**src/verilog/lsu_pkg.sv**
```systemverilog
//--------------------------------------------------------------------------
// Shared widths, access size codes and word types for the load/store path
// Size codes follow the RISC-V funct3 field of loads and stores
//--------------------------------------------------------------------------

package lsu_pkg;

	// Bus and memory word width
	parameter int DATA_WIDTH = 32;

	// Byte lanes per word
	parameter int NUM_LANES = DATA_WIDTH / 8;

	// Byte offset bits inside one word
	parameter int OFFSET_BITS = $clog2(NUM_LANES);

	// Access size, same encoding as funct3
	// Bit 2 set means zero extension on loads
	typedef enum logic [2:0] {
		SZ_B  = 3'b000,
		SZ_H  = 3'b001,
		SZ_W  = 3'b010,
		SZ_BU = 3'b100,
		SZ_HU = 3'b101
	} size_t;

	// One enable bit per byte lane
	typedef logic [NUM_LANES-1:0] be_t;

	// Memory word, seen whole or as byte lanes
	// Lane 0 is the least significant byte (little endian)
	typedef union packed {
		logic [DATA_WIDTH-1:0]     word;
		logic [NUM_LANES-1:0][7:0] lane;
	} mem_word_t;

endpackage
```
**src/verilog/lsu_stage_if.sv**
```systemverilog
//--------------------------------------------------------------------------
// Stage-to-stage link of the load/store pipeline
// Carries one access per valid pulse, src and dst modports
//--------------------------------------------------------------------------

`timescale 1ns/10ps

interface lsu_stage_if #(
	parameter int ADDR_BITS = 10
);

	// One-cycle pulse, no back-pressure
	logic valid;
	logic we;
	// Word index into the RAM
	logic [ADDR_BITS-1:0] index;
	lsu_pkg::be_t be;
	// Store data already placed in its lanes
	lsu_pkg::mem_word_t wdata;
	// Whole word read from the RAM
	lsu_pkg::mem_word_t rdata;
	lsu_pkg::size_t size;
	logic [lsu_pkg::OFFSET_BITS-1:0] offset;
	// Misaligned access, answered with wb_err
	logic err;

	modport src (output valid, we, index, be, wdata, rdata, size, offset, err);
	modport dst (input valid, we, index, be, wdata, rdata, size, offset, err);

endinterface

```
**src/verilog/load_extend.sv**
```systemverilog
//--------------------------------------------------------------------------
// Extend stage: load lane select, sign or zero extension,
// Wishbone ack and err generation
//--------------------------------------------------------------------------

`timescale 1ns/10ps

module load_extend (
	input  logic                            clk,
	input  logic                            arst_n,
	lsu_stage_if.dst                        in,
	output logic [lsu_pkg::DATA_WIDTH-1:0]  wb_dat_r,
	output logic                            wb_ack,
	output logic                            wb_err,
	output logic                            resp_done
);

	logic [7:0]                     byte_sel;
	logic [15:0]                    half_sel;
	logic [lsu_pkg::DATA_WIDTH-1:0] load_data;

	// Byte at offset, halfword from the upper or lower pair of lanes
	assign byte_sel = in.rdata.lane[in.offset];
	assign half_sel = {in.rdata.lane[{in.offset[1], 1'b1}], in.rdata.lane[{in.offset[1], 1'b0}]};

	always_comb begin
		case (in.size)
			lsu_pkg::SZ_B:  load_data = {{24{byte_sel[7]}}, byte_sel};
			lsu_pkg::SZ_BU: load_data = {24'b0, byte_sel};
			lsu_pkg::SZ_H:  load_data = {{16{half_sel[15]}}, half_sel};
			lsu_pkg::SZ_HU: load_data = {16'b0, half_sel};
			lsu_pkg::SZ_W:  load_data = in.rdata.word;
			default:        load_data = '0;
		endcase
	end

	// One-cycle response per valid, err wins over ack
	always_ff @(posedge clk or negedge arst_n) begin
		if (!arst_n) begin
			wb_ack <= 1'b0;
			wb_err <= 1'b0;
		end else begin
			wb_ack <= in.valid && !in.err;
			wb_err <= in.valid && in.err;
		end
	end

	// Stores and errors return zero
	always_ff @(posedge clk) begin
		if (in.valid)
			wb_dat_r <= (in.we || in.err) ? '0 : load_data;
	end

	// Releases the align stage for the next request
	assign resp_done = wb_ack || wb_err;

endmodule

```
**src/flat_wrapper.sv**
```systemverilog
// flat-port wrapper written by rule: the top's interface ports become plain ports
module load_extend_flat 
  (clk, arst_n, wb_dat_r, wb_ack, wb_err, resp_done, in_valid, in_we, in_index, in_be, in_wdata, in_rdata, in_size, in_offset, in_err);
  lsu_stage_if in_i ();
  input  logic clk;
  input  logic arst_n;
  output logic [lsu_pkg::DATA_WIDTH-1:0] wb_dat_r;
  output logic wb_ack;
  output logic wb_err;
  output logic resp_done;
  input wire logic [$bits(in_i.valid)-1:0] in_valid;
  input wire logic [$bits(in_i.we)-1:0] in_we;
  input wire logic [$bits(in_i.index)-1:0] in_index;
  input wire logic [$bits(in_i.be)-1:0] in_be;
  input wire logic [$bits(in_i.wdata)-1:0] in_wdata;
  input wire logic [$bits(in_i.rdata)-1:0] in_rdata;
  input wire logic [$bits(in_i.size)-1:0] in_size;
  input wire logic [$bits(in_i.offset)-1:0] in_offset;
  input wire logic [$bits(in_i.err)-1:0] in_err;
  assign in_i.valid = in_valid;
  assign in_i.we = in_we;
  assign in_i.index = in_index;
  assign in_i.be = in_be;
  assign in_i.wdata = in_wdata;
  assign in_i.rdata = in_rdata;
  assign in_i.size = in_size;
  assign in_i.offset = in_offset;
  assign in_i.err = in_err;
  load_extend u_core (.clk(clk), .arst_n(arst_n), .in(in_i), .wb_dat_r(wb_dat_r), .wb_ack(wb_ack), .wb_err(wb_err), .resp_done(resp_done));
endmodule
```
**config.mk**
```make
export PLATFORM = sky130hd
export DESIGN_NAME = load_extend_flat
export DESIGN_NICKNAME = d
export VERILOG_FILES = /design/src/verilog/lsu_pkg.sv /design/src/verilog/lsu_stage_if.sv /design/src/verilog/load_extend.sv /design/src/flat_wrapper.sv
export SDC_FILE = /design/constraint.sdc
export NUM_CORES = 1
export LEC_CHECK = 0
export ABC_AREA = 1
export BUFFER_PORTS_ARGS = -buffer_cell sky130_fd_sc_hd__buf_2
export CORE_ASPECT_RATIO = 0.6
export CORE_MARGIN = 4
export CORE_UTILIZATION = 35
export CTS_CLUSTER_DIAMETER = 40
export DETAILED_ROUTE_END_ITERATION = 8
export PLACE_DENSITY = 0.68
export SYNTH_ARGS = -nofsm -noshare
export SYNTH_HDL_FRONTEND = slang
export SYNTH_SLANG_ARGS = --single-unit
```
**constraint.sdc**
```tcl
create_clock -name clk -period 0.8 [get_ports clk]
set_input_delay 0.04 -clock clk [delete_from_list [all_inputs] [get_ports clk]]
set_output_delay 0.04 -clock clk [all_outputs]
set_load 0.05 [all_outputs]
```
==> results.cfg <==
[timing]
slew_headroom = 0.744
finalWorstSetupSlack_ns = -0.336
period_share = 1.42
setup_tns_ns = -3.35
finalHoldViolCount = 0
rsz0062_at_grt = yes
timing.fmax_mhz = 880
min_period_ns = 1.14
slew_viol_final = 0
setup_violations = 49
worst_slew_pin_slew_ns = 0.383

[finish]
diodes = 0
most-common-layout-cells = 45 x inv_1, 44 x nand2_1, 40 x buf_6, 36 x buf_2, 32 x edfxtp_1
mostFrequentLayoutCell = inv_1
finalInstanceArea_um2 = 3990
nFillCells = 414
syn_to_final_growth_pct = 83.7
finish.utilization = 0.690
nNetsFinal = 476
drive_gt1_frac = 0.622

[power]
p_per_area_nw_per_um2 = 1330
p_leak_uw = 0.00179
vdd_ir_drop_max_mv = 0.590

[worst_setup_path]
crit_chain = or2_4 -> buf_8
slowest_delay_ns = 0.41
crit_type = flip-flop to output port
critPathLaunchType = flip-flop
end_kind = output port
critPathRequiredTime_ns = 0.76
slowest_stage = dfrtp_2
cp_max_fo = 2
arrival_ns = 1.10

[hold_path]
whs_path_depth = 3
hold_class = input pin to flip-flop
hp-start = in_err
holdPathEnd = u_core.wb_ack$_DFF_PN0_

[logic_synthesis]
synth_cells = 270
synth_top_family_by_area = simple AND/OR/NAND/NOR gates
synth_seq_cells = 34
yosysWarnings = 0
syn_avg_cell_area_um2 = 8.04
yosys.area_share.adder = 0
synth.cell_area_um2 = 2170
syn_nets = 358
yosys-mux-area-fraction = 0
synth.yosys.seq_area_share = 0.466
synthTopCellsByArea = edfxtp_1 44%, nand2_1 11%, inv_1 8.3%, a21oi_2 8.1%, nor2_1 6.4%
synth_top_area_cell = edfxtp_1
yosysTopAreaCellShare = 0.443
synth_simple_gate_area_frac = 0.261
synth-xor-area-share = 0
synth_compound_gate_area_share = 0.142
ys_types = 22

[clock_tree]
root_buffer = clkbuf_8
cts_buffer_depth = 2
cts_buffers = 5
cts_sinks = 34
cts_tree = done
clk_pin_slew_worst_paths_ns = 0.07
htreeDepth = 2

[global_route]
grt_pass1_wl_mm = 10.3
grt_pass1_vias = 2163
grt_usage = 0.172
antenna_found_initial = 0
gr-total-overflow = 0
grt_max_degree = 35

[floorplan]
die_area_um2 = 7570
initial_core_util = 0.376
coreArea_um2 = 5780
die_h_um = 69.0
num_io_pins = 123
row_count = 21
die-width_um = 110

[run_status]
status = finished with violations
violations = negative setup slack

[placement]
place_area_um2 = 2950
io_buffers = 76
dp_hpwl_mm = 4.51
gp_congestion = 0.868

[drt]
drtIter0Drc = 164
routedWlPerCell_um = 15.3
via_per_inst = 4.81
drc = 0
drt-total-wl_mm = 7.18
firstDrtPassIters = 4
ant_nets = 0
vias = 2258

[run]
drv_cap = 0
[cells by family after synthesis]
| group | count (synthesis) |
|---|---|
| AND/OR/NAND/NOR | 128 |
| buffers and inverters | 62 |
| AO/OA/AOI/OAI | 46 |
| flip-flops | 34 |
[where the power goes]
group	switching (uW)	leakage, uW	total, uW	internal, uW
clock	648	0.0000416	1240	596
sequential	57.5	0.000328	2130	2070
combinational	1130	0.00142	1930	797
[cell type report]
class	count	area (um2)	area share
clock buffer	5	68.8	0.0173
inverter	51	209	0.0524
timing repair buffer	122	1280	0.321
sequential	34	1010	0.254
clock inverter	3	16.3	0.00408
tap	80	100	0.0251
multi-input combinational	174	1300	0.326
[registers in the layout, summed over array words and instances, names as in the netlist]
signal / flops
u_core.wb_ack: 1
u_core.wb_err: 1
u_core.wb_dat_r: 32
[stage by stage]
stage	total power (uW)	hold slack [ns]	setup WS [ns]	cells
final	5300	0.0415	-0.336	469
after global routing	5520	0.0579	-0.367	469
after CTS	5030	0.0457	-0.313	460
after detailed placement	3510	-0.173	-0.436	444
after global placement	3490	-0.175	-0.390	444
after floorplan	3040	-0.256	-0.136	270
[worst max-delay path: cells and delay by family (launching register included)]
kind / cells / cell delay [ns]
DFF: 1 / 0.41
and+or+nand+nor: 1 / 0.26
buffers and inverters: 1 / 0.15
[cells in the mapped netlist (all sizes together)]
cell and count:
nand2 67, inv 51, nor2 41, edfxtp 32
a21oi 26, o21ai 20, nand3 18, buf 11
dfrtp 2, nor3 1, or2 1
[how the worst max path moves through the flow]
stage	from	to	slack [ns]	depth (start not counted)
after floorplan	in_offset[1]	u_core.wb_dat_r[30]$_SDFFCE_PP0P_	-0.14	6
after global placement	in_offset[1]	u_core.wb_dat_r[21]$_SDFFCE_PP0P_	-0.39	6
after detailed placement	in_offset[1]	u_core.wb_dat_r[19]$_SDFFCE_PP0P_	-0.44	6
after CTS	u_core.wb_err$_DFF_PN0_	resp_done	-0.31	2
after global routing	u_core.wb_ack$_DFF_PN0_	resp_done	-0.37	2
final	u_core.wb_ack$_DFF_PN0_	resp_done	-0.34	2
[routing by layer]
metal,vias to the layer above,global-route usage,part of all wire
met4,0,0.0553,0.011
met1,1073,0.236,0.41
li1,1092,-,-
met5,-,0,0
met3,9,0.0392,0.078
met2,84,0.267,0.50
[timing repair]
action / in CTS / in global routing
resized for setup: 115 / 91
endpoints found under the hold margin: 2 / 0
pin swaps: 8 / 36
cloned: 3 / 4
buffers inserted: 5 / 5
hold buffers: 1 / 0
endpoints found under the setup margin: 63 / 66
No activity file was read; power rests on OpenSTA's default activity.
