`config.mk`:
```
export PLATFORM = sky130hd
export DESIGN_NAME = store_align_flat
export DESIGN_NICKNAME = d
export VERILOG_FILES = /design/src/verilog/lsu_pkg.sv /design/src/verilog/lsu_stage_if.sv /design/src/verilog/store_align.sv /design/src/flat_wrapper.sv
export SDC_FILE = /design/constraint.sdc
export NUM_CORES = 1
export LEC_CHECK = 0
export BUFFER_PORTS_ARGS = -buffer_cell sky130_fd_sc_hd__buf_2
export CAP_MARGIN = 15
export CORE_MARGIN = 3
export CORE_UTILIZATION = 29
export DETAILED_ROUTE_END_ITERATION = 12
export GPL_ROUTABILITY_DRIVEN = 0
export GPL_TIMING_DRIVEN = 0
export PLACE_DENSITY_LB_ADDON = 0.25
export RECOVER_POWER = 50
export SLEW_MARGIN = 10
export SYNTH_ARGS = -nofsm -noshare
export SYNTH_HDL_FRONTEND = slang
export SYNTH_SLANG_ARGS = --single-unit
```
`constraint.sdc`:
```
create_clock -name clk -period 3.1 [get_ports clk]
set_input_delay 0.93 -clock clk [delete_from_list [all_inputs] [get_ports clk]]
set_output_delay 0.93 -clock clk [all_outputs]
set_load 0.005 [all_outputs]
```
`src/verilog/lsu_pkg.sv`:
```
//--------------------------------------------------------------------------
// Shared widths, access size codes and word types for the load/store path
// Size codes follow the RISC-V funct3 field of loads and stores
//--------------------------------------------------------------------------

package lsu_pkg;

	// Bus and memory word width
	parameter int DATA_WIDTH = 32;

	// Byte lanes per word
	parameter int NUM_LANES = DATA_WIDTH / 8;

	// Byte offset bits inside one word
	parameter int OFFSET_BITS = $clog2(NUM_LANES);

	// Access size, same encoding as funct3
	// Bit 2 set means zero extension on loads
	typedef enum logic [2:0] {
		SZ_B  = 3'b000,
		SZ_H  = 3'b001,
		SZ_W  = 3'b010,
		SZ_BU = 3'b100,
		SZ_HU = 3'b101
	} size_t;

	// One enable bit per byte lane
	typedef logic [NUM_LANES-1:0] be_t;

	// Memory word, seen whole or as byte lanes
	// Lane 0 is the least significant byte (little endian)
	typedef union packed {
		logic [DATA_WIDTH-1:0]     word;
		logic [NUM_LANES-1:0][7:0] lane;
	} mem_word_t;

endpackage
```
`src/verilog/lsu_stage_if.sv`:
```
//--------------------------------------------------------------------------
// Stage-to-stage link of the load/store pipeline
// Carries one access per valid pulse, src and dst modports
//--------------------------------------------------------------------------

`timescale 1ns/10ps

interface lsu_stage_if #(
	parameter int ADDR_BITS = 10
);

	// One-cycle pulse, no back-pressure
	logic valid;
	logic we;
	// Word index into the RAM
	logic [ADDR_BITS-1:0] index;
	lsu_pkg::be_t be;
	// Store data already placed in its lanes
	lsu_pkg::mem_word_t wdata;
	// Whole word read from the RAM
	lsu_pkg::mem_word_t rdata;
	lsu_pkg::size_t size;
	logic [lsu_pkg::OFFSET_BITS-1:0] offset;
	// Misaligned access, answered with wb_err
	logic err;

	modport src (output valid, we, index, be, wdata, rdata, size, offset, err);
	modport dst (input valid, we, index, be, wdata, rdata, size, offset, err);

endinterface

```
`src/verilog/store_align.sv`:
```
//--------------------------------------------------------------------------
// Align stage: Wishbone request capture, alignment check,
// byte-enable mask and store-data lane placement
//--------------------------------------------------------------------------

`timescale 1ns/10ps

module store_align #(
	parameter int ADDR_BITS = 10
) (
	input  logic                            clk,
	input  logic                            arst_n,
	input  logic                            wb_cyc,
	input  logic                            wb_stb,
	input  logic                            wb_we,
	input  logic [lsu_pkg::DATA_WIDTH-1:0]  wb_adr,
	input  logic [lsu_pkg::DATA_WIDTH-1:0]  wb_dat_w,
	input  lsu_pkg::size_t                  wb_size,
	input  logic                            resp_done,
	lsu_stage_if.src                        out
);

	logic                            busy;
	logic                            accept;
	logic                            misaligned;
	logic [lsu_pkg::OFFSET_BITS-1:0] offset;
	lsu_pkg::be_t                    be_mask;

	// Master holds the request until ack, so busy blocks a second capture
	assign accept = wb_cyc && wb_stb && !busy;

	// Byte position inside the word
	assign offset = wb_adr[lsu_pkg::OFFSET_BITS-1:0];

	// Lane mask and alignment rule per size code
	always_comb begin
		misaligned = 1'b0;
		be_mask = '0;
		case (wb_size)
			lsu_pkg::SZ_B, lsu_pkg::SZ_BU: begin
				be_mask = lsu_pkg::be_t'(1) << offset;
			end
			lsu_pkg::SZ_H, lsu_pkg::SZ_HU: begin
				// Halfword must sit on an even address
				misaligned = offset[0];
				be_mask = lsu_pkg::be_t'(3) << offset;
			end
			lsu_pkg::SZ_W: begin
				misaligned = |offset;
				be_mask = '1;
			end
			// Unknown funct3, refuse it
			default: misaligned = 1'b1;
		endcase
	end

	// Valid pulse and busy flag
	always_ff @(posedge clk or negedge arst_n) begin
		if (!arst_n) begin
			busy <= 1'b0;
			out.valid <= 1'b0;
		end else begin
			out.valid <= accept;
			if (accept)
				busy <= 1'b1;
			else if (resp_done)
				busy <= 1'b0;
		end
	end

	// Request fields, loaded once per accepted access
	always_ff @(posedge clk) begin
		if (accept) begin
			out.we <= wb_we;
			out.index <= wb_adr[ADDR_BITS+lsu_pkg::OFFSET_BITS-1:lsu_pkg::OFFSET_BITS];
			// No lane is written by a load or a misaligned store
			out.be <= (wb_we && !misaligned) ? be_mask : '0;
			// Move store data up to the addressed lane
			out.wdata.word <= wb_dat_w << {offset, 3'b000};
			out.size <= wb_size;
			out.offset <= offset;
			out.err <= misaligned;
		end
	end

	// Nothing read yet at this stage
	assign out.rdata = '0;

endmodule

```
`src/flat_wrapper.sv`:
```
// flat-port wrapper written by rule: the top's interface ports become plain ports
module store_align_flat 
#(
	parameter int ADDR_BITS = 10
)
  (clk, arst_n, wb_cyc, wb_stb, wb_we, wb_adr, wb_dat_w, wb_size, resp_done, out_valid, out_we, out_index, out_be, out_wdata, out_rdata, out_size, out_offset, out_err);
  lsu_stage_if #(.ADDR_BITS(ADDR_BITS)) out_i ();
  input  logic clk;
  input  logic arst_n;
  input  logic wb_cyc;
  input  logic wb_stb;
  input  logic wb_we;
  input  logic [lsu_pkg::DATA_WIDTH-1:0] wb_adr;
  input  logic [lsu_pkg::DATA_WIDTH-1:0] wb_dat_w;
  input  lsu_pkg::size_t wb_size;
  input  logic resp_done;
  output wire logic [$bits(out_i.valid)-1:0] out_valid;
  output wire logic [$bits(out_i.we)-1:0] out_we;
  output wire logic [$bits(out_i.index)-1:0] out_index;
  output wire logic [$bits(out_i.be)-1:0] out_be;
  output wire logic [$bits(out_i.wdata)-1:0] out_wdata;
  output wire logic [$bits(out_i.rdata)-1:0] out_rdata;
  output wire logic [$bits(out_i.size)-1:0] out_size;
  output wire logic [$bits(out_i.offset)-1:0] out_offset;
  output wire logic [$bits(out_i.err)-1:0] out_err;
  assign out_valid = out_i.valid;
  assign out_we = out_i.we;
  assign out_index = out_i.index;
  assign out_be = out_i.be;
  assign out_wdata = out_i.wdata;
  assign out_rdata = out_i.rdata;
  assign out_size = out_i.size;
  assign out_offset = out_i.offset;
  assign out_err = out_i.err;
  store_align #(.ADDR_BITS(ADDR_BITS)) u_core (.clk(clk), .arst_n(arst_n), .wb_cyc(wb_cyc), .wb_stb(wb_stb), .wb_we(wb_we), .wb_adr(wb_adr), .wb_dat_w(wb_dat_w), .wb_size(wb_size), .resp_done(resp_done), .out(out_i));
endmodule
```
==> flow_metrics.py <==
metrics = {
    "status": {
        "outcome": "completed",
    },
    "timing": {
        "setup_viol": 0,
        "hold_ws_ns": 0.392,
        "fin_tns_setup_ns": 0,
        "max_freq_ghz": 0.428,
        "hold_violations": 0,
        "slew_viol_final": 0,
        "fin_crit_sh_pct": 75.3,
        "fin_skew_ns": 0.00566,
        "relSlewSlack_pct": 15.5,
        "worst_pin_slew_ns": 1.27,
        "grt_setup_unrepaired": "false",
        "finalCriticalPeriod_ns": 2.34,
    },
    "setup_path": {
        "cp-start-kind": "primary input",
        "cp.required_ns": 3.10,
        "crit_path_end_kind": "flip-flop",
        "cp_max_fo": 31,
        "reg2reg_slack_ns": 1.10,
        "ff2ff_path_depth": 2,
        "worst-setup-path-type": "in -> reg",
        "arrival_ns": 2.34,
    },
    "pwr": {
        "p_leak_uw": 0.00147,
        "peakVddDrop_mv": 0.269,
        "power_uw": 1550,
        "power_density_mw_per_mm2": 455,
    },
    "clocking": {
        "insertion_delay_ns": 0.30,
        "cts-htree-levels": 2,
        "cts_tree": "done",
        "cts_buffer_depth": 2,
        "cts_hold_buf": 0,
        "cts_root_buf": "clkbuf_8",
        "clk_pin_slew_ns": 0.09,
        "cts_setup_buffers": 0,
        "cts_made_buffers": 5,
        "cts_resized": 0,
        "cts_sinks": 55,
    },
    "drt": {
        "drt_pass1_iterations": 4,
        "final_antenna_net_count": 0,
        "wl_mm": 6.34,
        "dr.max_layer_used": "met4",
        "dr_wl_met3_um": 716,
        "viasPerCell": 4.24,
        "wl_per_cell_um": 14.3,
        "met1_length_mm": 2.69,
        "met2RoutedLength_mm": 2.90,
        "drc": 0,
        "drt-initial-drc-count": 47,
        "via_count": 1877,
    },
    "cells_and_area": {
        "n_antenna_cell": 0,
        "nets": 410,
        "drive_gt1_share_pct": 35.8,
        "fillers": 854,
        "syn_to_final_growth_pct": 34.2,
    },
    "synthesis": {
        "synth_compound_area_share_pct": 7.15,
        "yosys-top-cells-area": "edfxtp_1, buf_4, mux2i_1, a211oi_1, a21oi_1",
        "synth_flop_cell": "edfxtp_1",
        "netlist_instances": 192,
        "yosysTopAreaCell": "edfxtp_1",
        "syn_area_mm2": 0.00254,
        "synth_top_cell_area_share_pct": 62.7,
        "synth-xor-area-share_pct": 0,
        "synth.most_common_cell": "edfxtp_1",
        "synthAdderAreaFrac_pct": 0,
        "yosys_register_bits": 55,
        "synth-simple-area-share_pct": 10.3,
        "synth_top_family_by_area": "buffers and inverters",
        "yosys.cell_types.count": 26,
        "synthArstFlopShare_pct": 3.64,
        "synth_commonest_cells": "edfxtp_1, buf_4, mux2i_1, nor2_1, a21oi_1",
        "yosysWarnings": 0,
        "seq_area_frac_synth_pct": 64.7,
        "synth_edf_count": 53,
        "syn_avg_cell_area_um2": 13.2,
        "synth_mux_area_share_pct": 6.71,
    },
    "placed_design": {
        "dp_hpwl_mm": 4.65,
        "port_buffers": 106,
    },
    "floorplan": {
        "core.rowCount": 33,
        "die_y_um": 99.5,
        "die_w_um": 99.5,
        "io-pin-count": 159,
        "dieArea_mm2": 0.00991,
        "initial_core_util_pct": 30.4,
        "core_area_mm2": 0.00834,
    },
    "global_routing": {
        "antenna_found_initial": 0,
        "grt_usage_pct": 12.7,
        "grt_max_degree": 32,
        "grt_pass1_wl_mm": 9.87,
        "gr-total-overflow": 0,
        "grt_pass1_vias": 1925,
    },
    "min_path": {
        "holdCritPathClass": "in -> async",
    },
    "run": {
        "max_cap_viol_count": 0,
    },
}
## per-layer routing
layer | track usage (%) | up-vias
li1 | - | 914
met1 | 16.8 | 853
met2 | 20.5 | 106
met3 | 4.00 | 4
met4 | 2.84 | 0
met5 | 0 | -
## worst max-delay path: stages
cell and delay, ns:
buf_2 0.07, nand2_1 0.07, nor2_2 0.95, buf_12 0.30
## metrics by stage
stage	setup slack, ns	cell area (um2)	std cells	utilization (%)
after floorplan	0.294	2660	223	-
after global placement	-0.428	3320	434	39.8
after detailed placement	0.698	3340	435	40.1
after CTS	1.02	3450	443	41.4
after global routing	0.611	3410	443	40.8
final	0.764	3410	443	40.8
## layout make-up
type,instances,area (um2),area share (%)
Buffer,40,278,8.16
Clock inverter,2,37.5,1.10
Tap cell,105,131,3.86
Sequential cell,55,1640,48.2
Timing Repair Buffer,107,510,15.0
Clock buffer,6,72.6,2.13
Multi-Input combinational cell,128,734,21.6
## kinds of logic (layout without fill, tap and decap cells)
family | count (synthesis) | after routing
flip-flops | 55 | 55
AND/OR/NAND/NOR | 48 | 48
buffers and inverters | 40 | 155
AO/OA/AOI/OAI | 31 | 31
multiplexers | 17 | 17
other | 1 | 32
## power breakdown
part / internal (uW) / switching [uW] / total [uW]
combinational: 99.3 / 113 / 212
sequential: 857 / 8.12 / 865
clock: 241 / 230 / 472
## cell usage in the layout, fill, tap and decap left out, types with 11 or more instances in the layout
master / synthesis / final
nor2_1: 13 / 12
clkbuf_1: 2 / 37
mux2i_1: 17 / 17
conb_1: 1 / 32
buf_2: 4 / 77
a21oi_1: 11 / 11
buf_4: 33 / 33
edfxtp_1: 53 / 53
## path summary, 6_finish.rpt
check | startpoint | endpoint
max reg2reg | u_core.busy$_DFFE_PN0P_ | u_core.out.wdata[27]$_DFFE_PP_
min reg2reg | u_core.busy$_DFFE_PN0P_ | u_core.busy$_DFFE_PN0P_
max | wb_cyc | u_core.out.wdata[27]$_DFFE_PP_
min in group clk | u_core.busy$_DFFE_PN0P_ | u_core.busy$_DFFE_PN0P_
min | arst_n | u_core.busy$_DFFE_PN0P_
max in group asynchronous | arst_n | u_core.out.valid$_DFF_PN0_
## state kept, by name, indices dropped and copies added (netlist names)
signal / count
u_core.out.size: 3
u_core.out.index: 10
u_core.out.valid: 1
u_core.busy: 1
u_core.out.we: 1
u_core.out.be: 4
u_core.out.wdata: 32
u_core.out.offset: 2
u_core.out.err: 1
No activity file was read; power rests on OpenSTA's default activity.
